## config.mk

```make
export PLATFORM = sky130hd
export DESIGN_NAME = uart_rx_bank
export DESIGN_NICKNAME = d
export VERILOG_FILES = /design/src/rx_pkg.sv /design/src/line_sync.sv /design/src/uart_rx_lane.sv /design/src/rx_collector.sv /design/src/rx_wb_regs.sv /design/src/uart_rx_bank.sv
export SDC_FILE = /design/constraint.sdc
export NUM_CORES = 1
export LEC_CHECK = 0
export BUFFER_PORTS_ARGS = -buffer_cell sky130_fd_sc_hd__buf_2
export CORE_ASPECT_RATIO = 0.6
export CORE_MARGIN = 2
export CORE_UTILIZATION = 36
export DETAILED_ROUTE_END_ITERATION = 8
export HOLD_SLACK_MARGIN = 0.02
export PLACE_DENSITY = 0.48
export RECOVER_POWER = 25
export SETUP_SLACK_MARGIN = 0.1
export SLEW_MARGIN = 15
export SYNTH_ARGS = -nofsm -noshare
export SYNTH_HDL_FRONTEND = slang
export SYNTH_SLANG_ARGS = --single-unit
```

## constraint.sdc

```tcl
create_clock -name clk -period 5 [get_ports clk]
set_clock_uncertainty 0.15 [all_clocks]
set_input_delay 0.5 -clock clk [delete_from_list [all_inputs] [get_ports clk]]
set_output_delay 0.5 -clock clk [all_outputs]
set_load 0.1 [all_outputs]
```

## src/rx_pkg.sv

```systemverilog
`default_nettype none

package rx_pkg;

  // ----------------------------------------
  // Sizes and bit timing
  // ----------------------------------------
  localparam int NUM_LANES  = 4;
  localparam int BIT_TICKS  = 87;
  localparam int HALF_TICKS = BIT_TICKS / 2;
  localparam int DATA_BITS  = 8;
  localparam int TICK_W     = $clog2(BIT_TICKS + 1);
  localparam int IDX_W      = $clog2(DATA_BITS);

  // Receive FIFO
  localparam int FIFO_DEPTH = 8;
  localparam int FIFO_AW    = 3;
  localparam int CNT_W      = FIFO_AW + 1;

  // ----------------------------------------
  // Wishbone and register map
  // ----------------------------------------
  localparam int WB_AW = 4;
  localparam int WB_DW = 32;

  localparam logic [WB_AW-1:0] ADDR_CTRL   = 4'h0;
  localparam logic [WB_AW-1:0] ADDR_STATUS = 4'h4;
  localparam logic [WB_AW-1:0] ADDR_RXDATA = 4'h8;

  typedef logic [$clog2(NUM_LANES)-1:0] lane_idx_t;

  // Synchronized line level plus falling-edge strobe
  typedef struct packed {
    logic level;
    logic fall;
  } line_t;

  typedef struct packed {
    logic                 frame_err;
    logic [DATA_BITS-1:0] data;
  } rx_byte_t;

  // Also the low bits of RXDATA
  typedef struct packed {
    logic      valid;
    lane_idx_t lane;
    rx_byte_t  rx;
  } rx_entry_t;

  typedef struct packed {
    logic             cyc;
    logic             stb;
    logic             we;
    logic [WB_AW-1:0] adr;
    logic [WB_DW-1:0] dat;
  } wb_req_t;

  typedef struct packed {
    logic             ack;
    logic [WB_DW-1:0] dat;
  } wb_rsp_t;

  typedef struct packed {
    logic [CNT_W-1:0]     count;
    logic [NUM_LANES-1:0] overrun;
  } rx_status_t;

endpackage

`default_nettype wire

```

## src/line_sync.sv

```systemverilog
`timescale 1ns/100ps
`default_nettype none

module line_sync (
  input  wire logic                                      clk,
  input  wire logic                                      rst_n,
  input  wire logic          [rx_pkg::NUM_LANES-1:0]     rx_lines,
  output rx_pkg::line_t      [rx_pkg::NUM_LANES-1:0]     lines
);

  logic [rx_pkg::NUM_LANES-1:0] sync_q1;
  logic [rx_pkg::NUM_LANES-1:0] sync_q2;
  logic [rx_pkg::NUM_LANES-1:0] prev_q;

  // Idle line level is high, so every stage resets to one
  always_ff @(posedge clk or negedge rst_n) begin
    if (!rst_n) begin
      sync_q1 <= '1;
      sync_q2 <= '1;
      prev_q  <= '1;
    end else begin
      sync_q1 <= rx_lines;
      sync_q2 <= sync_q1;
      prev_q  <= sync_q2;
    end
  end

  // Fall strobe lines up with the first low level cycle
  always_comb begin
    for (int i = 0; i < rx_pkg::NUM_LANES; i++) begin
      lines[i].level = sync_q2[i];
      lines[i].fall  = prev_q[i] & ~sync_q2[i];
    end
  end

endmodule

`default_nettype wire

```

## src/uart_rx_lane.sv

```systemverilog
`timescale 1ns/100ps
`default_nettype none

module uart_rx_lane (
  input  wire logic         clk,
  input  wire logic         rst_n,
  input  rx_pkg::line_t     line,
  input  wire logic         enable,
  input  wire logic         hold_take,
  input  wire logic         overrun_clr,
  output logic              hold_valid,
  output rx_pkg::rx_byte_t  hold_byte,
  output logic              overrun
);

  typedef enum logic [1:0] {
    S_IDLE,
    S_START,
    S_DATA,
    S_STOP
  } state_e;

  state_e                          state_q;
  logic [rx_pkg::TICK_W-1:0]       tick_q;
  logic [rx_pkg::IDX_W-1:0]        bit_idx_q;
  logic [rx_pkg::DATA_BITS-1:0]    shift_q;
  logic                            bit_due;
  logic                            stop_sample;
  logic                            hold_free;

  assign bit_due     = (tick_q == (rx_pkg::TICK_W)'(rx_pkg::BIT_TICKS));
  assign stop_sample = (state_q == S_STOP) && bit_due;
  // A take in the same cycle frees the hold for the new byte
  assign hold_free   = !hold_valid || hold_take;

  // ----------------------------------------
  // Frame state machine
  // ----------------------------------------
  always_ff @(posedge clk or negedge rst_n) begin
    if (!rst_n) begin
      state_q   <= S_IDLE;
      tick_q    <= '0;
      bit_idx_q <= '0;
    end else begin
      case (state_q)
        S_IDLE: begin
          tick_q    <= '0;
          bit_idx_q <= '0;
          if (enable && line.fall) begin
            state_q <= S_START;
            tick_q  <= (rx_pkg::TICK_W)'(1);
          end
        end
        S_START: begin
          tick_q <= tick_q + 1'b1;
          // Mid start bit, line must still be low
          if (tick_q == (rx_pkg::TICK_W)'(rx_pkg::HALF_TICKS)) begin
            tick_q  <= (rx_pkg::TICK_W)'(1);
            state_q <= line.level ? S_IDLE : S_DATA;
          end
        end
        S_DATA: begin
          tick_q <= tick_q + 1'b1;
          if (bit_due) begin
            tick_q    <= (rx_pkg::TICK_W)'(1);
            bit_idx_q <= bit_idx_q + 1'b1;
            if (bit_idx_q == (rx_pkg::IDX_W)'(rx_pkg::DATA_BITS - 1)) begin
              state_q <= S_STOP;
            end
          end
        end
        S_STOP: begin
          tick_q <= tick_q + 1'b1;
          // Back to idle right away, rest of stop bit can hold a new start
          if (bit_due) begin
            state_q <= S_IDLE;
          end
        end
        default: state_q <= S_IDLE;
      endcase
    end
  end

  // Data bits arrive LSB first
  always_ff @(posedge clk) begin
    if (state_q == S_DATA && bit_due) begin
      shift_q[bit_idx_q] <= line.level;
    end
    if (stop_sample && hold_free) begin
      hold_byte.data      <= shift_q;
      hold_byte.frame_err <= !line.level;
    end
  end

  // ----------------------------------------
  // Holding register and overrun
  // ----------------------------------------
  always_ff @(posedge clk or negedge rst_n) begin
    if (!rst_n) begin
      hold_valid <= 1'b0;
      overrun    <= 1'b0;
    end else begin
      if (stop_sample && hold_free) begin
        hold_valid <= 1'b1;
      end else if (hold_take) begin
        hold_valid <= 1'b0;
      end
      // New byte is dropped, old one stays in the hold
      if (stop_sample && !hold_free) begin
        overrun <= 1'b1;
      end else if (overrun_clr) begin
        overrun <= 1'b0;
      end
    end
  end

endmodule

`default_nettype wire

```

## src/rx_collector.sv

```systemverilog
`timescale 1ns/100ps
`default_nettype none

module rx_collector (
  input  wire logic                                     clk,
  input  wire logic                                     rst_n,
  input  wire logic         [rx_pkg::NUM_LANES-1:0]     hold_valid,
  input  rx_pkg::rx_byte_t  [rx_pkg::NUM_LANES-1:0]     hold_bytes,
  input  wire logic                                     pop,
  output logic              [rx_pkg::NUM_LANES-1:0]     hold_take,
  output rx_pkg::rx_entry_t                             head,
  output logic              [rx_pkg::CNT_W-1:0]         count
);

  rx_pkg::rx_entry_t          mem_q [rx_pkg::FIFO_DEPTH];
  logic [rx_pkg::FIFO_AW-1:0] wr_ptr_q;
  logic [rx_pkg::FIFO_AW-1:0] rd_ptr_q;
  rx_pkg::lane_idx_t          rr_q;
  rx_pkg::lane_idx_t          cand;
  rx_pkg::lane_idx_t          grant_lane;
  rx_pkg::rx_entry_t          wr_entry;
  logic                       grant_found;
  logic                       can_grant;
  logic                       empty;
  logic                       full;
  logic                       push;
  logic                       do_pop;

  assign empty  = (count == '0);
  assign full   = (count == (rx_pkg::CNT_W)'(rx_pkg::FIFO_DEPTH));
  assign push   = |hold_take;
  assign do_pop = pop && !empty;
  // No grant while a take is in flight, so full never gets overshot
  assign can_grant = !full && !push;

  // ----------------------------------------
  // Round-robin arbiter
  // ----------------------------------------
  always_comb begin
    grant_found = 1'b0;
    grant_lane  = rr_q;
    cand        = rr_q;
    for (int i = 1; i <= rx_pkg::NUM_LANES; i++) begin
      cand = rx_pkg::lane_idx_t'(rr_q + i);
      if (!grant_found && hold_valid[cand]) begin
        grant_found = 1'b1;
        grant_lane  = cand;
      end
    end
  end

  // rr_q doubles as the lane being taken in the take cycle
  always_ff @(posedge clk or negedge rst_n) begin
    if (!rst_n) begin
      hold_take <= '0;
      rr_q      <= rx_pkg::lane_idx_t'(rx_pkg::NUM_LANES - 1);
    end else begin
      hold_take <= '0;
      if (can_grant && grant_found) begin
        hold_take[grant_lane] <= 1'b1;
        rr_q                  <= grant_lane;
      end
    end
  end

  // ----------------------------------------
  // Receive FIFO
  // ----------------------------------------
  assign wr_entry = '{valid: 1'b1, lane: rr_q, rx: hold_bytes[rr_q]};

  always_ff @(posedge clk) begin
    if (push) begin
      mem_q[wr_ptr_q] <= wr_entry;
    end
  end

  always_ff @(posedge clk or negedge rst_n) begin
    if (!rst_n) begin
      wr_ptr_q <= '0;
      rd_ptr_q <= '0;
      count    <= '0;
    end else begin
      if (push) begin
        wr_ptr_q <= wr_ptr_q + 1'b1;
      end
      if (do_pop) begin
        rd_ptr_q <= rd_ptr_q + 1'b1;
      end
      case ({push, do_pop})
        2'b10:   count <= count + 1'b1;
        2'b01:   count <= count - 1'b1;
        default: count <= count;
      endcase
    end
  end

  assign head = empty ? '0 : mem_q[rd_ptr_q];

endmodule

`default_nettype wire

```

## src/rx_wb_regs.sv

```systemverilog
`timescale 1ns/100ps
`default_nettype none

module rx_wb_regs (
  input  wire logic                                 clk,
  input  wire logic                                 rst_n,
  input  rx_pkg::wb_req_t                           wb_req,
  input  rx_pkg::rx_entry_t                         head,
  input  wire logic          [rx_pkg::CNT_W-1:0]    count,
  input  wire logic          [rx_pkg::NUM_LANES-1:0] overrun,
  output rx_pkg::wb_rsp_t                           wb_rsp,
  output logic                                      pop,
  output logic               [rx_pkg::NUM_LANES-1:0] enable,
  output logic               [rx_pkg::NUM_LANES-1:0] overrun_clr
);

  logic                     sel;
  logic                     acc;
  logic                     ack_q;
  logic                     is_ctrl;
  logic                     is_status;
  logic                     is_rxdata;
  rx_pkg::rx_status_t       status;
  logic [rx_pkg::WB_DW-1:0] rdata;

  assign sel = wb_req.cyc && wb_req.stb;
  // Request is still held in the ack cycle, side effects happen there
  assign acc = ack_q && sel;

  assign is_ctrl   = (wb_req.adr == rx_pkg::ADDR_CTRL);
  assign is_status = (wb_req.adr == rx_pkg::ADDR_STATUS);
  assign is_rxdata = (wb_req.adr == rx_pkg::ADDR_RXDATA);

  // ----------------------------------------
  // Single-cycle ack and control register
  // ----------------------------------------
  always_ff @(posedge clk or negedge rst_n) begin
    if (!rst_n) begin
      ack_q  <= 1'b0;
      enable <= '0;
    end else begin
      ack_q <= sel && !ack_q;
      if (acc && wb_req.we && is_ctrl) begin
        enable <= wb_req.dat[rx_pkg::NUM_LANES-1:0];
      end
    end
  end

  assign pop         = acc && !wb_req.we && is_rxdata && head.valid;
  // Write-one-to-clear on STATUS
  assign overrun_clr = (acc && wb_req.we && is_status) ?
                       wb_req.dat[rx_pkg::NUM_LANES-1:0] : '0;

  assign status = '{count: count, overrun: overrun};

  // ----------------------------------------
  // Read data
  // ----------------------------------------
  always_comb begin
    rdata = '0;
    if (is_ctrl) begin
      rdata[rx_pkg::NUM_LANES-1:0] = enable;
    end else if (is_status) begin
      rdata[$bits(rx_pkg::rx_status_t)-1:0] = status;
    end else if (is_rxdata) begin
      // head is all zeros when the FIFO is empty
      rdata[$bits(rx_pkg::rx_entry_t)-1:0] = head;
    end
  end

  assign wb_rsp = '{ack: ack_q, dat: rdata};

endmodule

`default_nettype wire

```

## src/uart_rx_bank.sv

```systemverilog
`timescale 1ns/100ps
`default_nettype none

module uart_rx_bank (
  input  wire logic                              clk,
  input  wire logic                              rst_n,
  input  wire logic [rx_pkg::NUM_LANES-1:0]      rx_lines,
  input  rx_pkg::wb_req_t                        wb_req,
  output rx_pkg::wb_rsp_t                        wb_rsp
);

  rx_pkg::line_t    [rx_pkg::NUM_LANES-1:0] lines;
  rx_pkg::rx_byte_t [rx_pkg::NUM_LANES-1:0] hold_bytes;
  logic             [rx_pkg::NUM_LANES-1:0] hold_valid;
  logic             [rx_pkg::NUM_LANES-1:0] hold_take;
  logic             [rx_pkg::NUM_LANES-1:0] enable;
  logic             [rx_pkg::NUM_LANES-1:0] overrun;
  logic             [rx_pkg::NUM_LANES-1:0] overrun_clr;
  rx_pkg::rx_entry_t                        head;
  logic             [rx_pkg::CNT_W-1:0]     count;
  logic                                     pop;

  line_sync i_line_sync (
    .clk      (clk),
    .rst_n    (rst_n),
    .rx_lines (rx_lines),
    .lines    (lines)
  );

  // One receiver per serial line
  for (genvar i = 0; i < rx_pkg::NUM_LANES; i++) begin : g_lane
    uart_rx_lane i_lane (
      .clk         (clk),
      .rst_n       (rst_n),
      .line        (lines[i]),
      .enable      (enable[i]),
      .hold_take   (hold_take[i]),
      .overrun_clr (overrun_clr[i]),
      .hold_valid  (hold_valid[i]),
      .hold_byte   (hold_bytes[i]),
      .overrun     (overrun[i])
    );
  end

  rx_collector i_collector (
    .clk        (clk),
    .rst_n      (rst_n),
    .hold_valid (hold_valid),
    .hold_bytes (hold_bytes),
    .pop        (pop),
    .hold_take  (hold_take),
    .head       (head),
    .count      (count)
  );

  rx_wb_regs i_regs (
    .clk         (clk),
    .rst_n       (rst_n),
    .wb_req      (wb_req),
    .head        (head),
    .count       (count),
    .overrun     (overrun),
    .wb_rsp      (wb_rsp),
    .pop         (pop),
    .enable      (enable),
    .overrun_clr (overrun_clr)
  );

endmodule

`default_nettype wire

```

==> flow_summary.yaml, run 1 <==
finish:
  fin_nets: 810
  diodes: 0
  drive_above_1_share_pct: 18.28
  finish.instance_area_sq_um: 11660
  area_growth_pct: 13.22
outcome:
  status: "finished with violations"
  violations: "max-capacitance violations, max-slew violations"
cts:
  cts_tree: "built"
  post-cts-setup-buffer-count: 0
  ctsResizeCount: 0
  ctsRootBufferMaster: "clkbuf_16"
  cts_max_level: 1
  clk_latency_ns: 0.52
  clkSlewWorstSetupHoldPaths_ns: 0.06
  ctsLongestPathBuffers: 3
  cts-hold-fix-buffers: 5
  numCtsBuffers: 24
  cts_sinks: 245
floorplanning:
  dieArea_sq_um: 30020
  fp.dieW_microns: 222.4
  fp.dieH_microns: 135.0
  io_pins: 78
  rows: 47
  start_util_pct: 36.95
  core_sq_um: 27870
yosys:
  ys_async_sr_fraction_pct: 36.33
  ys_seq_area_share_pct: 67.27
  synth_area_sq_um: 10300
  ys.flop_type: "edfxtp_1"
  synthCells: 699
  synth-seq-cells: 245
  synth_edf_count: 156
  yosys_warnings: 0
  postSynthAreaPerCell_sq_um: 14.74
  synthDistinctLibCells: 55
worst_hold_path:
  min_path_type: "in -> reg"
  min_path_cells: 3
  min_to: "i_regs.ack_q"
  min_from: "wb_req[37]"
place:
  hpwl_mm: 15.05
  placed_area_sq_um: 10820
  place.port_buffers: 29
  gp_congestion: 0.7913
drt:
  ant_nets: 0
  via_count: 5714
  wl_mm: 21.48
  routedWlPerCell_microns: 18.95
  drc: 0
  first_pass_iters: 5
  drt_first_iter_violations: 398
  vias_per_cell: 5.043
sta:
  rsz0062_at_grt: "false"
  finalSetupTns_ns: 0
  finalMaxSlewViolations: 36
  worst_pin_slew_ns: 1.839
  slew_headroom_pct: -22.59
  hold_violations: 0
  fmax_mhz: 273.6
  setup_viol_count_final: 0
  fin_crit_ns: 3.655
  period_share_pct: 73.10
pwr:
  total_power_mw: 4.391
  p_leak_nw: 4.206
  powerDensity_nw_per_um2: 376.6
  vdd_drop_max_mv: 0.2495
grt:
  grt_max_degree: 56
  grt_pass1_vias: 5600
  overflow: 0
  grt_usage_pct: 14.67
  grt_first_pass_wirelength_mm: 33.35
  antenna_found_initial: 1
worst_setup_path:
  cp.arrival_ns: 3.00
  cp-end-kind: "primary output"
  reg2reg_slack_ns: 2.29
  worstPathMaxFanout: 14
  crit_type: "reg -> out"
  worstRegToRegCells: 9
  cp.required_ns: 4.35
  reg2reg_to: "i_collector.count[2]"
  r2r-start: "i_collector.count[1]"
  cp-start-kind: "flip-flop"
flow_run:
  maxCapViolCount: 1
Yosys cell counts, drive strengths merged, types with 11 or more instances:
cell / instances / share of area (%)
mux2i: 11 / 1.1
xnor2: 15 / 1.3
clkbuf: 14 / 0.51
nand3: 23 / 1.1
buf: 28 / 1.9
mux4: 31 / 6.8
nand2: 30 / 1.1
ha: 17 / 2.1
xor2: 15 / 1.3
inv: 19 / 0.69
dfrtp: 75 / 18
a21oi: 11 / 0.53
edfxtp: 156 / 45
o21ai: 15 / 0.73
nor2: 79 / 2.9
dfstp: 14 / 3.6
nor3: 21 / 1.1
nand2b: 18 / 1.1
worst max path at each step:
stage,from,to
2_1_floorplan,wb_req[33],wb_rsp[4]
3_3_place_gp,i_collector.rd_ptr_q[1],wb_rsp[3]
3_5_place_dp,i_collector.rd_ptr_q[1],wb_rsp[3]
4_1_cts,i_collector.rd_ptr_q[1],wb_rsp[3]
5_1_grt,i_collector.rd_ptr_q[1],wb_rsp[3]
6_report,i_collector.rd_ptr_q[1],wb_rsp[3]
area by class of cell:
class | instances | area (sq um)
fill | 2568 | 16210
sequential | 245 | 6929
multi-input combinational | 412 | 3123
clock buffer | 33 | 685.7
tap | 367 | 459.2
timing repair buffer | 46 | 284.0
clock inverter | 11 | 108.9
inverter | 19 | 71.32
where the power goes:
| group | total [mW] | switching (mW) | internal (mW) |
|---|---|---|---|
| sequential | 2.27 | 0.0746 | 2.19 |
| clock | 1.82 | 0.752 | 1.06 |
| combinational | 0.305 | 0.203 | 0.102 |
| total | 4.39 | 1.03 | 3.36 |
cell families after synthesis:
group / share of synthesized area [%]
AO/OA/AOI/OAI: 5.297
XOR/XNOR: 2.551
adder cells (fa/ha/maj): 2.065
buffers and inverters: 3.098
flip-flops: 67.27
multiplexers: 8.795
other: 0.03641
AND/OR/NAND/NOR: 10.88
registers in the layout, indices dropped and copies added, names as in the netlist, named ones only:
| register | count |
|---|---|
| i_line_sync.sync_q1 | 4 |
| i_collector.count | 4 |
| i_collector.mem_q | 88 |
| g_lane.i_lane.hold_valid | 4 |
| i_collector.wr_ptr_q | 3 |
| g_lane.i_lane.tick_q | 28 |
| i_collector.hold_take | 4 |
| i_regs.enable | 4 |
| i_line_sync.sync_q2 | 4 |
| g_lane.i_lane.shift_q | 32 |
| i_collector.rd_ptr_q | 3 |
| i_line_sync.prev_q | 4 |
| g_lane.i_lane.bit_idx_q | 12 |
| g_lane.i_lane.hold_byte | 36 |
| g_lane.i_lane.state_q | 4 |
| g_lane.i_lane.overrun | 4 |
| i_regs.ack_q | 1 |
| i_collector.rr_q | 2 |
layout by cell type, fill, tap and decap left out, types with 17 or more instances in the layout:
master and n:
nor2_1 79, nand2_1 30, conb_1 20, edfxtp_1 156
nand3_1 23, nor3_1 20, buf_2 28, inv_1 19
dfrtp_1 75, clkbuf_16 25, ha_1 17, nand2b_1 18
mux4_2 31
worst max-delay path: stages, from the launching register on:
cell and delay (ns):
dfrtp_1 0.97, mux4_2 0.62, mux2i_1 0.30, o21ai_0 0.13, o21a_1 0.16, buf_2 0.29
routing by layer:
metal	wire, microns	vias to the layer above	GRT usage, %	share of wire (%)
met5	0	-	0	0
met4	270	0	2.498	1.3
met3	1038	24	3.307	4.8
met2	8702	118	20.25	41
met1	11460	2904	23.59	53
li1	-	2668	-	-
through the flow:
stage,hold slack (ns),cells,setup WS [ns],util [%]
floorplan,0.05441,718,1.093,-
global placement,0.2000,1084,1.832,38.82
detailed placement,0.1991,1084,1.820,38.82
CTS,0.04102,1133,1.243,41.85
global route,0.04497,1133,1.099,41.84
finish,0.07239,1133,1.345,41.84
No activity file was read; power rests on OpenSTA's default activity.
==> run 2, diff against run 1 <==
--- a/config.mk
+++ b/config.mk
@@ -5,13 +5,14 @@
 export SDC_FILE = /design/constraint.sdc
 export NUM_CORES = 1
 export LEC_CHECK = 0
+export ABC_AREA = 1
 export BUFFER_PORTS_ARGS = -buffer_cell sky130_fd_sc_hd__buf_2
 export CORE_ASPECT_RATIO = 0.6
 export CORE_MARGIN = 2
 export CORE_UTILIZATION = 36
 export DETAILED_ROUTE_END_ITERATION = 8
 export HOLD_SLACK_MARGIN = 0.02
-export PLACE_DENSITY = 0.48
+export PLACE_DENSITY = 0.5
 export RECOVER_POWER = 25
 export SETUP_SLACK_MARGIN = 0.1
 export SLEW_MARGIN = 15
==> constraint.sdc (replaced) <==
create_clock -name clk -period 3.3 [get_ports clk]
set_clock_uncertainty 0.15 [all_clocks]
set_input_delay 0.33 -clock clk [delete_from_list [all_inputs] [get_ports clk]]
set_output_delay 0.33 -clock clk [all_outputs]
set_load 0.1 [all_outputs]
==> run 2 against run 1 <==
  * The flow still finishes with violations (max-capacitance violations, max-slew violations)
  * Highest routed layer unchanged
  * Power grew 62%
  * Via count is 22% higher
  * Routed wire length is 13% higher
==> flow_summary.yaml, run 2 <==
outcome:
  status: "finished with violations"
  violations: "max-capacitance violations, max-slew violations"
worst_setup_path:
  cp_slowest_cell: "buf_2"
  crit_type: "reg -> out"
  worstPathCellList: "buf_12 > inv_1 > o21ai_0 > o221ai_1 > nand3_1 > nand3_1 > buf_2"
  crit_path_frequent_cell: "nand3_1"
  r2r-start: "i_collector.rr_q[0]"
  reg2reg_slack_ns: 0.40
  cp-start-kind: "flip-flop"
  worstRegToRegCells: 5
  critPathMaxStageDelay_ns: 0.43
  startpoint: "i_collector.rd_ptr_q[1]"
  critPathCapture: "wb_rsp[2]"
  worstPathMaxFanout: 30
  cp-end-kind: "primary output"
  cp.required_ns: 2.82
  reg2reg_to: "i_collector.mem_q[2][5]"
  cp.arrival_ns: 2.56
finish:
  fin_nets: 1117
  reg_top3: "i_collector.mem_q: 88 flops, g_lane.i_lane.hold_byte: 36 flops, g_lane.i_lane.shift_q: 32 flops"
  final_cell_mix: "edfxtp_1 (156), nand2_1 (130), nor2_1 (128)"
  final_common_cell: "edfxtp_1"
  drive_above_1_share_pct: 12.66
  instances_no_fill: 1474
  fin_util_pct: 42.20
  top_register: "i_collector.mem_q"
  diodes: 0
  area_growth_pct: 14.43
  largest_register_ffs: 88
sta:
  finalSetupTns_ns: 0
  worst_pin_slew_ns: 1.574
  finalMaxSlewViolations: 60
  fmax_mhz: 329.2
  hold_violations: 0
  rsz0062_at_grt: "false"
  setup_viol_count_final: 0
  setup_slack_ns: 0.2623
  period_share_pct: 92.05
  fin_crit_ns: 3.038
  slew_headroom_pct: -4.958
drt:
  via_count: 6964
  first_pass_iters: 5
  vias_per_cell: 4.725
  drt_first_iter_violations: 430
  routedWlPerCell_microns: 16.47
  drc: 0
  ant_nets: 0
  wl_mm: 24.27
cts:
  cts_sinks: 245
  cts_max_level: 1
  ctsLongestPathBuffers: 3
  clkSlewWorstSetupHoldPaths_ns: 0.06
  clk_latency_ns: 0.55
  numCtsBuffers: 25
  ctsRootBufferMaster: "clkbuf_16"
  post-cts-setup-buffer-count: 0
  cts_tree: "built"
grt:
  grt_pass1_vias: 6552
  antenna_found_initial: 0
  grt_first_pass_wirelength_mm: 38.28
  grt_max_degree: 61
  overflow: 0
  grt_usage_pct: 16.27
place:
  gp_congestion: 0.7723
  placed_cells: 1416
  pre_cts_slack_ns: 0.6759
  place.port_buffers: 29
  hpwl_mm: 16.64
yosys:
  yosysMostFrequentCell: "edfxtp_1"
  ys_seq_area_share_pct: 64.91
  ys_async_sr_fraction_pct: 36.33
  ys.flop_type: "edfxtp_1"
  synth_area_sq_um: 10680
  ys_top_cells_by_area: "edfxtp_1 (44%), dfrtp_1 (18%), nand2_1 (4.6%)"
  synthDistinctLibCells: 42
  synthCells: 990
  yosys_warnings: 0
  synth_common_cells: "edfxtp_1 (156), nand2_1 (130), nor2_1 (128)"
  synth_edf_count: 156
  postSynthAreaPerCell_sq_um: 10.78
  synth-seq-cells: 245
  synth_area_leader_cell: "edfxtp_1"
  synth_top_cell_area_share_pct: 43.88
floorplanning:
  rows: 48
  core_sq_um: 28950
  start_util_pct: 36.88
  fp.dieH_microns: 137.4
  io_pins: 78
  dieArea_sq_um: 31090
  fp.dieW_microns: 226.3
pwr:
  vdd_drop_max_mv: 0.3507
  total_power_mw: 7.132
  p_leak_nw: 4.762
  powerDensity_nw_per_um2: 583.8
flow_run:
  maxCapViolCount: 1
worst_hold_path:
  min_path_type: "in -> reg"
[run 2: cell types whose count changed after synthesis, moves of 9 or more]
cell      previous run  this run
mux2i_1             11         0
o21ai_0             15        89
o211ai_1             1        17
nor2_1              79       128
mux4_2              31         0
xnor2_1             15         1
nand3_1             23        67
nand2b_1            18         0
inv_1               19        92
nand2_1             30       130
buf_2                6        15
nor3_1              20        52
clkbuf_1            14         4
nand2_2              0        16
[run 2: worst min-delay path by stage]
stage	depth (start not counted)	end	from	slack, ns
2_1_floorplan	0	asynchronous set/reset pin	rst_n	-0.12
3_3_place_gp	0	i_line_sync.sync_q2[3]	i_line_sync.sync_q1[3]	0.20
3_5_place_dp	0	i_line_sync.sync_q2[1]	i_line_sync.sync_q1[1]	0.20
4_1_cts	5	i_collector.rd_ptr_q[0]	wb_req[38]	0.08
5_1_grt	5	i_collector.rd_ptr_q[0]	wb_req[38]	0.14
6_report	5	i_collector.rd_ptr_q[0]	wb_req[38]	0.1
[run 2: power by group]
part	total (mW)	leakage [nW]	internal [mW]	switching [mW]
sequential	3.52	2.50	3.39	0.124
combinational	0.951	1.89	0.289	0.662
clock	2.66	0.375	1.47	1.20
[run 2: area by class of cell]
class | count | area [sq um]
repair buffers | 62 | 461.7
inverters | 102 | 386.6
multi-input cells | 619 | 3178
fillers | 2786 | 16730
well taps | 400 | 500.5
flip-flops and latches | 245 | 6929
clock inverters | 13 | 73.82
clock buffers | 33 | 685.7
[run 2: cells by family after synthesis]
logic type	count (synthesis)	synth area share [%]
xor gates and xnor gates	16	1.313
DFF	245	64.91
and+or+nand+nor	418	17.63
muxes	1	0.1055
other	1	0.03513
buffers and inverters	145	6.212
AOI/OAI and AO/OA	147	7.806
adders and majority gates	17	1.992
[run 2: critical path, delay by kind of cell (launching register included)]
kind,cells,cell delay (ns)
buffers and inverters,3,0.93
flip-flops,1,0.40
AND/OR/NAND/NOR,2,0.34
AO/OA/AOI/OAI,2,0.34
[run 2: what timing repair did]
action / in CTS / in global routing
gates resized for setup: 0 / 3
endpoints found under the setup margin: 0 / 3
endpoints found under the hold margin: 60 / 0
hold buffers: 12 / 0
[run 2: metrics by stage]
stage,hold slack (ns),cell area (sq um)
after CTS,0.08475,12220
after global placement,0.1961,11340
after floorplan,-0.1156,10770
after global routing,0.1410,12220
final,0.09502,12220
after detailed placement,0.2001,11340
[run 2: metal layers]
| layer | vias to the layer above | global-route usage [%] | share of wire, % |
|---|---|---|---|
| met4 | 0 | 3.253 | 1.6 |
| li1 | 3507 | - | - |
| met1 | 3316 | 26.72 | 56 |
| met5 | - | 0 | 0 |
| met3 | 31 | 3.753 | 5.3 |
| met2 | 110 | 21.22 | 37 |
==> run 3, diff against run 2 <==
--- a/config.mk
+++ b/config.mk
@@ -18,4 +18,5 @@
 export SLEW_MARGIN = 15
 export SYNTH_ARGS = -nofsm -noshare
 export SYNTH_HDL_FRONTEND = slang
+export SYNTH_HIERARCHICAL = 1
 export SYNTH_SLANG_ARGS = --single-unit
==> run 3 against run 2 <==
  * The run now ends clean
  * Combinational power increased by 18%
  * Power increased by 5.0%
  * Routed wire length increased by 2.4%
  * Critical path depth increased by 2
  * Critical endpoint is now wb_rsp[0]
  * Largest cell class unchanged
==> flow_summary.yaml, run 3 <==
grt:
  grt_pass1_vias: 6749
  grt_usage_pct: 15.89
  grt_first_pass_wirelength_mm: 39.50
  overflow: 0
  gr-usage-met2_pct: 19.26
  antenna_found_initial: 1
  use_met1_pct: 27.05
  grt_max_degree: 48
  use_met3_pct: 4.385
  top_usage_layer: "met1"
pwr:
  vdd_drop_max_mv: 0.3489
  p_int_mw: 5.361
  p_comb_share_pct: 14.9
  p_sw_share_pct: 28.43
  total_power_mw: 7.491
  p_leak_nw: 5.129
  seqPwrFrac_pct: 48.1
  powerDensity_nw_per_um2: 589.8
  power_frac_clock_pct: 37.0
  switching_power_mw: 2.130
sta:
  hold_violations: 0
  slew_headroom_pct: 21.64
  finalMaxSlewViolations: 0
  rsz0062_at_grt: "true"
  worst_pin_slew_ns: 1.175
  setup_viol_count_final: 0
  finalSetupTns_ns: 0
  fin_crit_ns: 3.085
  period_share_pct: 93.48
  fmax_mhz: 324.2
drt:
  drt_first_iter_violations: 636
  vias_per_cell: 4.716
  via_count: 7305
  drc: 0
  wl_mm: 24.85
  first_pass_iters: 6
  ant_nets: 0
  routedWlPerCell_microns: 16.04
place:
  placed_area_sq_um: 11750
  place.port_buffers: 29
  hpwl_mm: 17.16
  gp_congestion: 0.7880
  placed_cells: 1490
yosys:
  synth_area_leader_cell: "edfxtp_1"
  synth_top_cell_area_share_pct: 42.49
  yosys_warnings: 6
  synth_area_sq_um: 11030
  postSynthAreaPerCell_sq_um: 10.45
  synth_common_cells: "nand2_1 (171), edfxtp_1 (156), nor2_1 (140)"
  synth.area.mux_share_pct: 0
  synth-seq-cells: 245
  synth-simple-area-share_pct: 21.28
  synthCells: 1055
  synth_top_family_by_area: "simple AND/OR/NAND/NOR gates"
  ys.flop_type: "edfxtp_1"
  synth_edf_count: 156
  synthAdderAreaFrac_pct: 1.929
  ys_async_sr_fraction_pct: 36.33
  ys_top_cells_by_area: "edfxtp_1 (42%), dfrtp_1 (17%), nand2_1 (5.8%)"
  yosysMostFrequentCell: "nand2_1"
  synth_compound_gate_area_share_pct: 6.276
  synth-xor-area-share_pct: 1.589
  synthDistinctLibCells: 41
  ys_seq_area_share_pct: 62.85
finish:
  largest_register_ffs: 88
  final_cell_mix: "nand2_1 (171), edfxtp_1 (156), nor2_1 (141)"
  register_area_sq_um: 6930
  reg_top3: "i_collector/mem_q: 88 flops, g_lane.i_lane/hold_byte: 36 flops, g_lane.i_lane/shift_q: 32 flops"
  area_growth_pct: 15.19
  fin_util_pct: 42.28
  instances_no_fill: 1549
  top_register: "i_collector/mem_q"
  multi_input_area_sq_um: 3503
  fin_nets: 1184
  finish.instance_area_sq_um: 12700
  final_common_cell: "nand2_1"
  drive_above_1_share_pct: 15.61
  fill_cells: 2882
worst_setup_path:
  cp.required_ns: 2.82
  worstPathCellList: "clkinv_1 > buf_12 > nor2_1 > o22ai_1 > o21ai_0 > a31oi_2 > nand2_1 > nand3_1 > buf_4"
  critPathTopFamily: "buffers and inverters"
  reg2reg_to: "i_collector/mem_q[4][4]"
  r2r-start: "i_collector/rr_q[0]"
  reg2reg_slack_ns: 0.40
  worstPathMaxFanout: 39
  critPathMaxStageDelay_ns: 0.41
  cp-start-kind: "flip-flop"
  worstRegToRegCells: 5
  cp.arrival_ns: 2.60
  path_buf_inv: 3
  cp_slowest_cell: "dfrtp_1"
  cp-end-kind: "primary output"
  crit_type: "reg -> out"
cts:
  cts_max_level: 1
  numCtsBuffers: 24
  cts_tree: "built"
  ctsLongestPathBuffers: 3
  clk_latency_ns: 0.53
  ctsRootBufferMaster: "clkbuf_16"
  clkSlewWorstSetupHoldPaths_ns: 0.07
  cts_sinks: 245
floorplanning:
  dieArea_sq_um: 32090
  io_pins: 78
  core_sq_um: 30040
  fp.dieW_microns: 229.9
  rows: 49
  fp.dieH_microns: 139.6
  start_util_pct: 36.70
flow_run:
  maxCapViolCount: 0
worst_hold_path:
  min_from: "wb_req[35]"
  min_path_type: "in -> reg"
  min_path_cells: 6
  min_to: "i_regs/enable[1]"
outcome:
  status: "finished, final reports clean"
[run 3: worst min-delay path: stages]
cell and delay, ns:
buf_2 0.10, inv_2 0.04, nand2_2 0.10, nor2_8 0.06, nand3_1 0.07, nand2_1 0.05
[run 3: worst max path at each step]
| stage | start | to | slack [ns] | cells after the start |
|---|---|---|---|---|
| floorplan | i_collector/rd_ptr_q[0] | wb_rsp[9] | 0.32 | 9 |
| global placement | i_collector/count[1] | i_collector/count[2] | 0.47 | 11 |
| detailed placement | i_collector/count[1] | i_collector/count[2] | 0.43 | 11 |
| CTS | i_collector/count[1] | wb_rsp[3] | 0.11 | 7 |
| global route | i_collector/rd_ptr_q[0] | wb_rsp[3] | 0.03 | 9 |
| finish | i_collector/rd_ptr_q[0] | wb_rsp[0] | 0.22 | 9 |
[run 3: cells by family (layout without fill, tap and decap cells)]
logic type | after synthesis | in the layout
AO/OA/AOI/OAI | 122 | 122
XOR/XNOR | 20 | 20
adder cells (fa/ha/maj) | 17 | 17
buffers and inverters | 152 | 218
flip-flops | 245 | 245
other | 1 | 21
AND/OR/NAND/NOR | 498 | 498
[run 3: metrics by stage]
step,setup slack (ns),hold slack [ns]
2_1_floorplan,0.3183,-0.1156
3_3_place_gp,0.4659,0.1957
3_5_place_dp,0.4337,0.1993
4_1_cts,0.1132,0.05410
5_1_grt,0.02887,0.1418
6_report,0.2153,0.1189
[run 3: repair_timing]
action | in CTS | in global routing
setup buffers | 0 | 3
resized for setup | 7 | 9
pin swaps | 1 | 2
endpoints found under the hold margin | 47 | 0
setup endpoints to repair | 11 | 9
hold buffers | 11 | 0
gates cloned | 0 | 0
[run 3: final cells by class]
class | instances | area share [%]
flip-flops and latches | 245 | 54.57
clock buffers | 33 | 5.398
well taps | 408 | 4.019
clock inverters | 11 | 0.8571
diodes | 1 | 0.01970
multi-input cells | 677 | 27.58
inverters | 106 | 3.182
repair buffers | 68 | 4.374
[run 3: routing by layer]
layer | part of all wire [%] | vias up
li1 | - | 3665
met5 | 0 | -
met1 | 56 | 3423
met2 | 35 | 184
met3 | 7.1 | 33
met4 | 1.4 | 0
[run 3: power groups by stage]
stage,clock (mW),sequential (mW),combinational [mW]
2_1_floorplan,0,3.58,0.930
3_3_place_gp,0,3.66,1.10
3_5_place_dp,0,3.66,1.10
4_1_cts,2.87,3.60,1.12
5_1_grt,3.00,3.62,1.28
6_report,2.77,3.60,1.12
